File: config.mk
export PLATFORM = sky130hd
export DESIGN_NAME = p4_fwd_top
export DESIGN_NICKNAME = d
export VERILOG_FILES = /design/src/hdl/fwd_pkg.sv /design/src/hdl/fwd_action.sv /design/src/hdl/hdr_parser.sv /design/src/hdl/p4_fwd_top.sv /design/src/hdl/pkt_fifo.sv
export SDC_FILE = /design/constraint.sdc
export NUM_CORES = 1
export LEC_CHECK = 0
export BUFFER_PORTS_ARGS = -buffer_cell sky130_fd_sc_hd__buf_2
export CAP_MARGIN = 20
export CORE_UTILIZATION = 35
export DETAILED_ROUTE_END_ITERATION = 10
export HOLD_SLACK_MARGIN = 0.02
export PLACE_DENSITY = 0.62
export SLEW_MARGIN = 20
export SYNTH_ARGS = -nofsm -noshare
export SYNTH_HDL_FRONTEND = slang
export SYNTH_SLANG_ARGS = --single-unit
File: constraint.sdc
create_clock -name axis_aclk -period 5.2 [get_ports axis_aclk]
set_clock_uncertainty 0.2 [all_clocks]
set_input_delay 1.04 -clock axis_aclk [delete_from_list [all_inputs] [get_ports axis_aclk]]
set_output_delay 1.04 -clock axis_aclk [all_outputs]
set_load 0.01 [all_outputs]
File: src/hdl/fwd_pkg.sv
// Shared widths and encodings for the forwarding pipeline
// KEY_BITS must not exceed 8, since the key lives in byte 0 of the head beat
package fwd_pkg;

   // --------------------
   // Default widths, overridden from the top level
   localparam int TDATA_NUM_BYTES = 4;
   localparam int KEY_BITS        = 4;

   // Fixed sideband widths
   localparam int PORT_BITS     = 4;
   localparam int META_IN_BITS  = 8;
   // Egress port on top, ingress metadata below
   localparam int META_OUT_BITS = PORT_BITS + META_IN_BITS;

   // --------------------
   // Table actions, drop is the reset value
   typedef enum logic [1:0] {
      ACT_DROP    = 2'd0,
      ACT_FORWARD = 2'd1,
      ACT_REWRITE = 2'd2
   } fwd_action_e;

   // Packet framing
   typedef enum logic {
      ST_HEAD = 1'b0,
      ST_BODY = 1'b1
   } parse_state_e;

   // Table entry is {action, port}
   localparam int ENTRY_BITS = $bits(fwd_action_e) + PORT_BITS;

endpackage

File: src/hdl/fwd_action.sv
// Action table lookup and output register for the forwarding stage
// Table is looked up on the head beat only; writes must not overlap traffic
`timescale 1ns/10ps

module fwd_action #(
   parameter int TDATA_NUM_BYTES = fwd_pkg::TDATA_NUM_BYTES,
   parameter int KEY_BITS        = fwd_pkg::KEY_BITS
) (
   input  logic                              axis_aclk,
   input  logic                              arst_n,
   // FIFO read side
   input  logic                              rd_valid,
   input  logic [TDATA_NUM_BYTES*8-1:0]      rd_data,
   input  logic [TDATA_NUM_BYTES-1:0]        rd_keep,
   input  logic                              rd_last,
   input  logic [KEY_BITS-1:0]               rd_key,
   input  logic [fwd_pkg::META_IN_BITS-1:0]  rd_meta,
   input  logic                              rd_first,
   output logic                              rd_ready,
   // Table write strobe
   input  logic                              table_wr_en,
   input  logic [KEY_BITS-1:0]               table_wr_addr,
   input  fwd_pkg::fwd_action_e              table_wr_action,
   input  logic [fwd_pkg::PORT_BITS-1:0]     table_wr_port,
   // Egress stream
   output logic [TDATA_NUM_BYTES*8-1:0]      m_axis_tdata,
   output logic [TDATA_NUM_BYTES-1:0]        m_axis_tkeep,
   output logic                              m_axis_tlast,
   output logic                              m_axis_tvalid,
   input  logic                              m_axis_tready,
   // Egress metadata, with the first output beat
   output logic [fwd_pkg::META_OUT_BITS-1:0] user_metadata_out,
   output logic                              user_metadata_out_valid
);

   import fwd_pkg::*;

   localparam int TBL_SIZE = 2 ** KEY_BITS;

   logic [ENTRY_BITS-1:0]        tbl [TBL_SIZE];
   logic [ENTRY_BITS-1:0]        entry;
   parse_state_e                 state;
   fwd_action_e                  act_q;
   logic [PORT_BITS-1:0]         port_q;
   fwd_action_e                  cur_action;
   logic [PORT_BITS-1:0]         cur_port;
   logic [TDATA_NUM_BYTES*8-1:0] out_data;
   logic                         out_free;
   logic                         pop;
   logic                         send;

   // --------------------
   // Action table, all entries drop after reset
   always_ff @(posedge axis_aclk or negedge arst_n) begin
      if (!arst_n) begin
         for (int i = 0; i < TBL_SIZE; i++) begin
            tbl[i] <= {ACT_DROP, {PORT_BITS{1'b0}}};
         end
      end else if (table_wr_en) begin
         tbl[table_wr_addr] <= {table_wr_action, table_wr_port};
      end
   end

   // Head beat reads the table, body beats reuse the latched result
   assign entry      = tbl[rd_key];
   assign cur_action = (state == ST_HEAD) ? fwd_action_e'(entry[ENTRY_BITS-1:PORT_BITS]) : act_q;
   assign cur_port   = (state == ST_HEAD) ? entry[PORT_BITS-1:0] : port_q;

   // --------------------
   // Pop control

   // Output register free when empty or being taken
   assign out_free = !m_axis_tvalid || m_axis_tready;
   // Dropped beats drain one per cycle regardless of the output
   assign rd_ready = (cur_action == ACT_DROP) || out_free;
   assign pop      = rd_valid && rd_ready;
   assign send     = pop && (cur_action != ACT_DROP);

   // Rewrite touches only the key bits of byte 0 on the first beat
   always_comb begin
      out_data = rd_data;
      if (cur_action == ACT_REWRITE && rd_first) begin
         out_data[KEY_BITS-1:0] = KEY_BITS'(cur_port);
      end
   end

   // --------------------
   // Framing, latched action and output valids
   always_ff @(posedge axis_aclk or negedge arst_n) begin
      if (!arst_n) begin
         state                   <= ST_HEAD;
         act_q                   <= ACT_DROP;
         m_axis_tvalid           <= 1'b0;
         user_metadata_out_valid <= 1'b0;
      end else begin
         if (pop) begin
            state <= rd_last ? ST_HEAD : ST_BODY;
            act_q <= cur_action;
         end
         if (send) begin
            m_axis_tvalid           <= 1'b1;
            user_metadata_out_valid <= rd_first;
         end else if (m_axis_tready) begin
            m_axis_tvalid           <= 1'b0;
            user_metadata_out_valid <= 1'b0;
         end
      end
   end

   // Output payload
   always_ff @(posedge axis_aclk) begin
      if (pop) port_q <= cur_port;
      if (send) begin
         m_axis_tdata      <= out_data;
         m_axis_tkeep      <= rd_keep;
         m_axis_tlast      <= rd_last;
         user_metadata_out <= {cur_port, rd_meta};
      end
   end

endmodule

File: src/hdl/hdr_parser.sv
// One-beat register slice that tags each beat with key and ingress metadata
// Key is the low KEY_BITS of byte 0 of the head beat; KEY_BITS must be 8 or less
`timescale 1ns/10ps

module hdr_parser #(
   parameter int TDATA_NUM_BYTES = fwd_pkg::TDATA_NUM_BYTES,
   parameter int KEY_BITS        = fwd_pkg::KEY_BITS
) (
   input  logic                             axis_aclk,
   input  logic                             arst_n,
   // Ingress stream
   input  logic [TDATA_NUM_BYTES*8-1:0]     s_axis_tdata,
   input  logic [TDATA_NUM_BYTES-1:0]       s_axis_tkeep,
   input  logic                             s_axis_tlast,
   input  logic                             s_axis_tvalid,
   output logic                             s_axis_tready,
   // Ingress metadata, taken with the head beat
   input  logic [fwd_pkg::META_IN_BITS-1:0] user_metadata_in,
   input  logic                             user_metadata_in_valid,
   // FIFO write side
   output logic                             wr_valid,
   output logic [TDATA_NUM_BYTES*8-1:0]     wr_data,
   output logic [TDATA_NUM_BYTES-1:0]       wr_keep,
   output logic                             wr_last,
   output logic [KEY_BITS-1:0]              wr_key,
   output logic [fwd_pkg::META_IN_BITS-1:0] wr_meta,
   output logic                             wr_first,
   input  logic                             wr_ready
);

   import fwd_pkg::*;

   parse_state_e            state;
   logic                    accept;
   logic [META_IN_BITS-1:0] meta_in;

   // --------------------
   // Handshake

   // Room when the slice is empty or its beat drains this cycle
   assign s_axis_tready = !wr_valid || wr_ready;
   assign accept        = s_axis_tvalid && s_axis_tready;

   // No metadata strobe on the head beat reads as zero
   assign meta_in = user_metadata_in_valid ? user_metadata_in : '0;

   // --------------------
   // Framing and valid

   always_ff @(posedge axis_aclk or negedge arst_n) begin
      if (!arst_n) begin
         state    <= ST_HEAD;
         wr_valid <= 1'b0;
      end else begin
         if (accept) begin
            wr_valid <= 1'b1;
            // Next beat opens a new packet after tlast
            state    <= s_axis_tlast ? ST_HEAD : ST_BODY;
         end else if (wr_ready) begin
            wr_valid <= 1'b0;
         end
      end
   end

   // --------------------
   // Beat register

   always_ff @(posedge axis_aclk) begin
      if (accept) begin
         wr_data  <= s_axis_tdata;
         wr_keep  <= s_axis_tkeep;
         wr_last  <= s_axis_tlast;
         wr_first <= (state == ST_HEAD);
         // Key and metadata held unchanged through body beats
         if (state == ST_HEAD) begin
            wr_key  <= s_axis_tdata[KEY_BITS-1:0];
            wr_meta <= meta_in;
         end
      end
   end

endmodule

File: src/hdl/p4_fwd_top.sv
// Parser, packet FIFO and forwarding stage on the single axis_aclk domain
// Minimum latency is 3 cycles from input handshake to m_axis_tvalid
`timescale 1ns/10ps

module p4_fwd_top #(
   parameter int TDATA_NUM_BYTES = fwd_pkg::TDATA_NUM_BYTES,
   parameter int KEY_BITS        = fwd_pkg::KEY_BITS,
   parameter int FIFO_DEPTH      = 16
) (
   input  logic                              axis_aclk,
   input  logic                              arst_n,
   // Ingress metadata
   input  logic [fwd_pkg::META_IN_BITS-1:0]  user_metadata_in,
   input  logic                              user_metadata_in_valid,
   // Slave stream
   input  logic [TDATA_NUM_BYTES*8-1:0]      s_axis_tdata,
   input  logic [TDATA_NUM_BYTES-1:0]        s_axis_tkeep,
   input  logic                              s_axis_tlast,
   input  logic                              s_axis_tvalid,
   output logic                              s_axis_tready,
   // Master stream
   output logic [TDATA_NUM_BYTES*8-1:0]      m_axis_tdata,
   output logic [TDATA_NUM_BYTES-1:0]        m_axis_tkeep,
   output logic                              m_axis_tlast,
   output logic                              m_axis_tvalid,
   input  logic                              m_axis_tready,
   // Egress metadata
   output logic [fwd_pkg::META_OUT_BITS-1:0] user_metadata_out,
   output logic                              user_metadata_out_valid,
   // Table write
   input  logic                              table_wr_en,
   input  logic [KEY_BITS-1:0]               table_wr_addr,
   input  fwd_pkg::fwd_action_e              table_wr_action,
   input  logic [fwd_pkg::PORT_BITS-1:0]     table_wr_port
);

   // --------------------
   // Parser to FIFO
   logic                             wr_valid;
   logic                             wr_ready;
   logic [TDATA_NUM_BYTES*8-1:0]     wr_data;
   logic [TDATA_NUM_BYTES-1:0]       wr_keep;
   logic                             wr_last;
   logic [KEY_BITS-1:0]              wr_key;
   logic [fwd_pkg::META_IN_BITS-1:0] wr_meta;
   logic                             wr_first;

   // FIFO to forwarding stage
   logic                             rd_valid;
   logic                             rd_ready;
   logic [TDATA_NUM_BYTES*8-1:0]     rd_data;
   logic [TDATA_NUM_BYTES-1:0]       rd_keep;
   logic                             rd_last;
   logic [KEY_BITS-1:0]              rd_key;
   logic [fwd_pkg::META_IN_BITS-1:0] rd_meta;
   logic                             rd_first;

   hdr_parser #(
      .TDATA_NUM_BYTES (TDATA_NUM_BYTES),
      .KEY_BITS        (KEY_BITS)
   ) hdr_parser_inst (
      .axis_aclk              (axis_aclk),
      .arst_n                 (arst_n),
      .s_axis_tdata           (s_axis_tdata),
      .s_axis_tkeep           (s_axis_tkeep),
      .s_axis_tlast           (s_axis_tlast),
      .s_axis_tvalid          (s_axis_tvalid),
      .s_axis_tready          (s_axis_tready),
      .user_metadata_in       (user_metadata_in),
      .user_metadata_in_valid (user_metadata_in_valid),
      .wr_valid               (wr_valid),
      .wr_data                (wr_data),
      .wr_keep                (wr_keep),
      .wr_last                (wr_last),
      .wr_key                 (wr_key),
      .wr_meta                (wr_meta),
      .wr_first               (wr_first),
      .wr_ready               (wr_ready)
   );

   pkt_fifo #(
      .TDATA_NUM_BYTES (TDATA_NUM_BYTES),
      .KEY_BITS        (KEY_BITS),
      .FIFO_DEPTH      (FIFO_DEPTH)
   ) pkt_fifo_inst (
      .axis_aclk (axis_aclk),
      .arst_n    (arst_n),
      .wr_valid  (wr_valid),
      .wr_data   (wr_data),
      .wr_keep   (wr_keep),
      .wr_last   (wr_last),
      .wr_key    (wr_key),
      .wr_meta   (wr_meta),
      .wr_first  (wr_first),
      .wr_ready  (wr_ready),
      .rd_valid  (rd_valid),
      .rd_data   (rd_data),
      .rd_keep   (rd_keep),
      .rd_last   (rd_last),
      .rd_key    (rd_key),
      .rd_meta   (rd_meta),
      .rd_first  (rd_first),
      .rd_ready  (rd_ready)
   );

   fwd_action #(
      .TDATA_NUM_BYTES (TDATA_NUM_BYTES),
      .KEY_BITS        (KEY_BITS)
   ) fwd_action_inst (
      .axis_aclk               (axis_aclk),
      .arst_n                  (arst_n),
      .rd_valid                (rd_valid),
      .rd_data                 (rd_data),
      .rd_keep                 (rd_keep),
      .rd_last                 (rd_last),
      .rd_key                  (rd_key),
      .rd_meta                 (rd_meta),
      .rd_first                (rd_first),
      .rd_ready                (rd_ready),
      .table_wr_en             (table_wr_en),
      .table_wr_addr           (table_wr_addr),
      .table_wr_action         (table_wr_action),
      .table_wr_port           (table_wr_port),
      .m_axis_tdata            (m_axis_tdata),
      .m_axis_tkeep            (m_axis_tkeep),
      .m_axis_tlast            (m_axis_tlast),
      .m_axis_tvalid           (m_axis_tvalid),
      .m_axis_tready           (m_axis_tready),
      .user_metadata_out       (user_metadata_out),
      .user_metadata_out_valid (user_metadata_out_valid)
   );

endmodule

File: src/hdl/pkt_fifo.sv
// First-word-fall-through FIFO of tagged beats, FIFO_DEPTH of 2 or more
// Head entry is always on the read side; a write is visible the next cycle
`timescale 1ns/10ps

module pkt_fifo #(
   parameter int TDATA_NUM_BYTES = fwd_pkg::TDATA_NUM_BYTES,
   parameter int KEY_BITS        = fwd_pkg::KEY_BITS,
   parameter int FIFO_DEPTH      = 16
) (
   input  logic                             axis_aclk,
   input  logic                             arst_n,
   // Write side
   input  logic                             wr_valid,
   input  logic [TDATA_NUM_BYTES*8-1:0]     wr_data,
   input  logic [TDATA_NUM_BYTES-1:0]       wr_keep,
   input  logic                             wr_last,
   input  logic [KEY_BITS-1:0]              wr_key,
   input  logic [fwd_pkg::META_IN_BITS-1:0] wr_meta,
   input  logic                             wr_first,
   output logic                             wr_ready,
   // Read side
   output logic                             rd_valid,
   output logic [TDATA_NUM_BYTES*8-1:0]     rd_data,
   output logic [TDATA_NUM_BYTES-1:0]       rd_keep,
   output logic                             rd_last,
   output logic [KEY_BITS-1:0]              rd_key,
   output logic [fwd_pkg::META_IN_BITS-1:0] rd_meta,
   output logic                             rd_first,
   input  logic                             rd_ready
);

   import fwd_pkg::*;

   localparam int PTR_BITS = $clog2(FIFO_DEPTH);
   localparam int CNT_BITS = $clog2(FIFO_DEPTH + 1);

   // Storage, one array per field
   logic [TDATA_NUM_BYTES*8-1:0] data_mem  [FIFO_DEPTH];
   logic [TDATA_NUM_BYTES-1:0]   keep_mem  [FIFO_DEPTH];
   logic                         last_mem  [FIFO_DEPTH];
   logic [KEY_BITS-1:0]          key_mem   [FIFO_DEPTH];
   logic [META_IN_BITS-1:0]      meta_mem  [FIFO_DEPTH];
   logic                         first_mem [FIFO_DEPTH];

   logic [PTR_BITS-1:0] wr_ptr;
   logic [PTR_BITS-1:0] rd_ptr;
   logic [CNT_BITS-1:0] count;
   logic                push;
   logic                pop;

   // Wraps at FIFO_DEPTH, so any depth works
   function automatic logic [PTR_BITS-1:0] next_ptr(input logic [PTR_BITS-1:0] ptr);
      return (ptr == PTR_BITS'(FIFO_DEPTH - 1)) ? '0 : ptr + 1'b1;
   endfunction

   // --------------------
   // Flags
   assign wr_ready = (count != CNT_BITS'(FIFO_DEPTH));
   assign rd_valid = (count != '0);
   assign push     = wr_valid && wr_ready;
   assign pop      = rd_valid && rd_ready;

   // Head entry falls through
   assign rd_data  = data_mem[rd_ptr];
   assign rd_keep  = keep_mem[rd_ptr];
   assign rd_last  = last_mem[rd_ptr];
   assign rd_key   = key_mem[rd_ptr];
   assign rd_meta  = meta_mem[rd_ptr];
   assign rd_first = first_mem[rd_ptr];

   // --------------------
   // Pointers and occupancy
   always_ff @(posedge axis_aclk or negedge arst_n) begin
      if (!arst_n) begin
         wr_ptr <= '0;
         rd_ptr <= '0;
         count  <= '0;
      end else begin
         if (push) wr_ptr <= next_ptr(wr_ptr);
         if (pop)  rd_ptr <= next_ptr(rd_ptr);
         case ({push, pop})
            2'b10:   count <= count + 1'b1;
            2'b01:   count <= count - 1'b1;
            default: count <= count;
         endcase
      end
   end

   // Write port
   always_ff @(posedge axis_aclk) begin
      if (push) begin
         data_mem[wr_ptr]  <= wr_data;
         keep_mem[wr_ptr]  <= wr_keep;
         last_mem[wr_ptr]  <= wr_last;
         key_mem[wr_ptr]   <= wr_key;
         meta_mem[wr_ptr]  <= wr_meta;
         first_mem[wr_ptr] <= wr_first;
      end
   end

endmodule

==> flow_metrics.env <==
export IMPL_insertion_delay_ns=0.69
export IMPL_nNetsFinal=2008
export IMPL_synth_top_area_cell="edfxtp_1"
export IMPL_status="finished clean"
export IMPL_critPathMaxFanout=36
export IMPL_drt_iter0_drc=1804
export IMPL_syn_to_final_growth_pct=15.0
export IMPL_cts_inserted_buffers=100
export IMPL_initial_utilization=0.355
export IMPL_power_per_cell_area_nw_per_um2=571
export IMPL_synthTopCellsByArea="edfxtp_1, mux4_2, dfrtp_1, mux2_2, nand2_1"
export IMPL_cts_sinks=1019
export IMPL_grt_max_degree=63
export IMPL_synth_ff_type="edfxtp_1"
export IMPL_slowest_stage="mux4_2"
export IMPL_worstMarginPinSlew_ns=1.12
export IMPL_r2r_cells=15
export IMPL_reg2reg_to="pkt_fifo_inst.count[4]"
export IMPL_fin_util=0.409
export IMPL_power_mw=25.6
export IMPL_postPlaceCellArea_um2=41600
export IMPL_fillerInstances=9627
export IMPL_grtUsageTotal=0.157
export IMPL_setup_viol=0
export IMPL_hold_buffers=0
export IMPL_relSlewSlack=0.254
export IMPL_tns_ns=0
export IMPL_die_area_um2=113000
export IMPL_cts_buffer_depth=3
export IMPL_num_vias=18200
export IMPL_cts_setup_buffers=0
export IMPL_drt_wl_total_um=86900
export IMPL_cp_data_arrival_time_ns=5.27
export IMPL_yosysWarnings=0
export IMPL_r2r_start="pkt_fifo_inst.rd_ptr[1]"
export IMPL_drtPass1Iterations=5
export IMPL_clk_pin_slew_ns=0.06
export IMPL_die_h_um=336
export IMPL_postLayoutSetupSlackWorst_ns=0.286
export IMPL_max_freq_mhz=204
export IMPL_synth_avg_cell_area_um2=22.1
export IMPL_final_cell_area_um2=44800
export IMPL_crit_start="pkt_fifo_inst.rd_ptr[1]"
export IMPL_worstSetupEndpoint="pkt_fifo_inst.count[4]"
export IMPL_place_inst=3311
export IMPL_hold_class="input pin to asynchronous set/reset pin"
export IMPL_rsz0062_at_grt="false"
export IMPL_antenna_cells=0
export IMPL_async_flop_share=0.114
export IMPL_grt_overflow=0
export IMPL_r2r_slack_ns=0.29
export IMPL_crit_family="multiplexers"
export IMPL_syn_cell_area_um2=38900
export IMPL_p_leak_nw=14.7
export IMPL_drive_gt1_frac=0.339
export IMPL_grt_pass1_vias=19000
export IMPL_core_area_um2=110000
export IMPL_timing_final_max_slew_violations=0
export IMPL_ant_nets=0
export IMPL_syn_inst=1759
export IMPL_avgRoutedWirePerCell_um=24.9
export IMPL_finalNonFillerCells=3492
export IMPL_portBuffers=112
export IMPL_rows=121
export IMPL_die_x_um=336
export IMPL_path_cells="buf_4 > mux4_2 > mux4_2 > and2_1 > a32oi_2 > nand4_1 > nand3_2 > o31ai_4 > ha_1 > fa_1 > a21o_1 > a21oi_1 > xor2_1 > nor2_1 > xor2_1"
export IMPL_whs_ns=0.221
export IMPL_yosysTopAreaCellShare=0.696
export IMPL_dp_hpwl_um=47600
export IMPL_endpoint_kind="flop"
export IMPL_cts_htree_levels=3
export IMPL_path_depth=15
export IMPL_max_stage_delay_ns=0.58
export IMPL_peakVddDrop_v=0.000306
export IMPL_cp_data_required_time_ns=5.56
export IMPL_synth_seq_cells=1019
export IMPL_via_per_inst=5.21
export IMPL_place_congestion=0.840
export IMPL_grt_pass1_wl_um=129000
export IMPL_period_needed_ns=4.91
export IMPL_ioPinCount=113
export IMPL_drcViolationCount=0
export IMPL_synth_edf_count=903
export IMPL_max_cap_violations=0
export IMPL_antenna_found_initial=5
export IMPL_synth_nets=1830
export IMPL_path_buf_inv=1
export IMPL_yosysSeqAreaShare=0.771
export IMPL_synthDistinctLibCells=52
export IMPL_start_kind="flop"
export IMPL_fin_crit_sh=0.945
export IMPL_cts_tree="built"
export IMPL_worstSetupPathType="flop to flop"
export IMPL_cts_root_buf="clkbuf_16"
export IMPL_place_ws_ns=0.308
export IMPL_hold_viol=0
## Yosys cell counts, types with 3 or more instances
cell / n
a21oi_1: 3
nor2b_1: 5
nand4_1: 6
buf_6: 4
a221oi_1: 5
and2_1: 10
buf_1: 17
clkbuf_1: 52
nand3b_1: 4
mux2i_1: 15
nand2_1: 98
a31oi_1: 7
a32oi_1: 6
nor3_1: 4
nand2b_1: 7
nand3_1: 33
mux4_1: 7
mux4_2: 240
edfxtp_1: 903
ha_1: 9
dfrtp_1: 116
xnor2_1: 3
nor2_1: 28
a21o_1: 4
o21ai_0: 7
mux2_2: 104
mux2_4: 4
inv_1: 12
or3_1: 3
xor2_1: 3
buf_4: 6
buf_2: 10
## power by group
part           switching, mW  total, mW  leakage, nW  internal (mW)
clock                   3.09       7.02         1.55           3.93
sequential             0.669       11.1         9.64           10.5
combinational           4.07       7.42         3.53           3.35
## worst min-delay path by stage
stage	endpoint	slack, ns	cells past startpoint
final	fwd_action_inst.tbl[74]	0.22	1
after global routing	fwd_action_inst.tbl[75]	0.25	1
after CTS	fwd_action_inst.tbl[19]	0.20	1
after detailed placement	fwd_action_inst.tbl[25]	0.30	1
after global placement	fwd_action_inst.tbl[24]	0.29	1
after floorplan	hdr_parser_inst.state	0.27	2
## state kept, by name (all words and copies together) (netlist names), 5 cells and up
name,flops
pkt_fifo_inst.data_mem,512
pkt_fifo_inst.meta_mem,128
fwd_action_inst.tbl,96
pkt_fifo_inst.keep_mem,64
pkt_fifo_inst.key_mem,64
fwd_action_inst.m_axis_tdata,32
hdr_parser_inst.wr_data,32
pkt_fifo_inst.first_mem,16
pkt_fifo_inst.last_mem,16
fwd_action_inst.user_metadata_out,12
hdr_parser_inst.wr_meta,8
pkt_fifo_inst.count,5
## cells by family (layout without fill, tap and decap cells)
| kind of cell | Yosys count | after routing | share of synthesized area |
|---|---|---|---|
| AO/OA/AOI/OAI | 44 | 44 | 0.00900 |
| flip-flops | 1019 | 1019 | 0.771 |
| XOR/XNOR | 6 | 6 | 0.00135 |
| AND/OR/NAND/NOR | 209 | 209 | 0.0250 |
| buffers and inverters | 101 | 358 | 0.0114 |
| multiplexers | 370 | 370 | 0.179 |
| adder cells (fa/ha/maj) | 10 | 10 | 0.00341 |
## cell usage in the layout, fill, tap and decap left out, types with 7 or more instances in the layout
cell type,netlist,layout
edfxtp_1,903,903
mux4_2,240,240
dfrtp_1,116,112
buf_2,10,111
mux2_2,104,104
clkbuf_16,0,101
nand2_1,98,98
buf_4,6,45
nand3_1,33,33
clkbuf_1,52,23
clkinv_1,0,21
nor2_1,28,15
mux2i_1,15,15
clkinv_2,0,14
nor2_4,0,12
and2_1,10,10
inv_1,12,10
ha_1,9,9
mux4_1,7,7
a31oi_1,7,7
nand2b_1,7,7
o21ai_0,7,7
buf_12,0,7
## final cells by class
| type | instances | area (µm²) | area share |
|---|---|---|---|
| clock buffers | 127 | 2660 | 0.0593 |
| clock inverters | 54 | 533 | 0.0119 |
| inverters | 12 | 45.0 | 0.00101 |
| multi-input cells | 639 | 8600 | 0.192 |
| flip-flops and latches | 1019 | 30000 | 0.671 |
| well taps | 1476 | 1850 | 0.0412 |
| repair buffers | 165 | 1070 | 0.0239 |
## routing by layer
metal | global-route usage | vias up | wire, µm
li1 | - | 7607 | -
met1 | 0.218 | 9871 | 38000
met2 | 0.254 | 559 | 42300
met3 | 0.0277 | 139 | 4800
met4 | 0.0413 | 6 | 1730
met5 | 0 | - | 37
## repair_timing
item / 4_1_cts / 5_1_grt
setup endpoints to repair: 0 / 1
resized for setup: 0 / 1
endpoints found under the hold margin: 0 / 0
(Power assumes the default switching activity.)
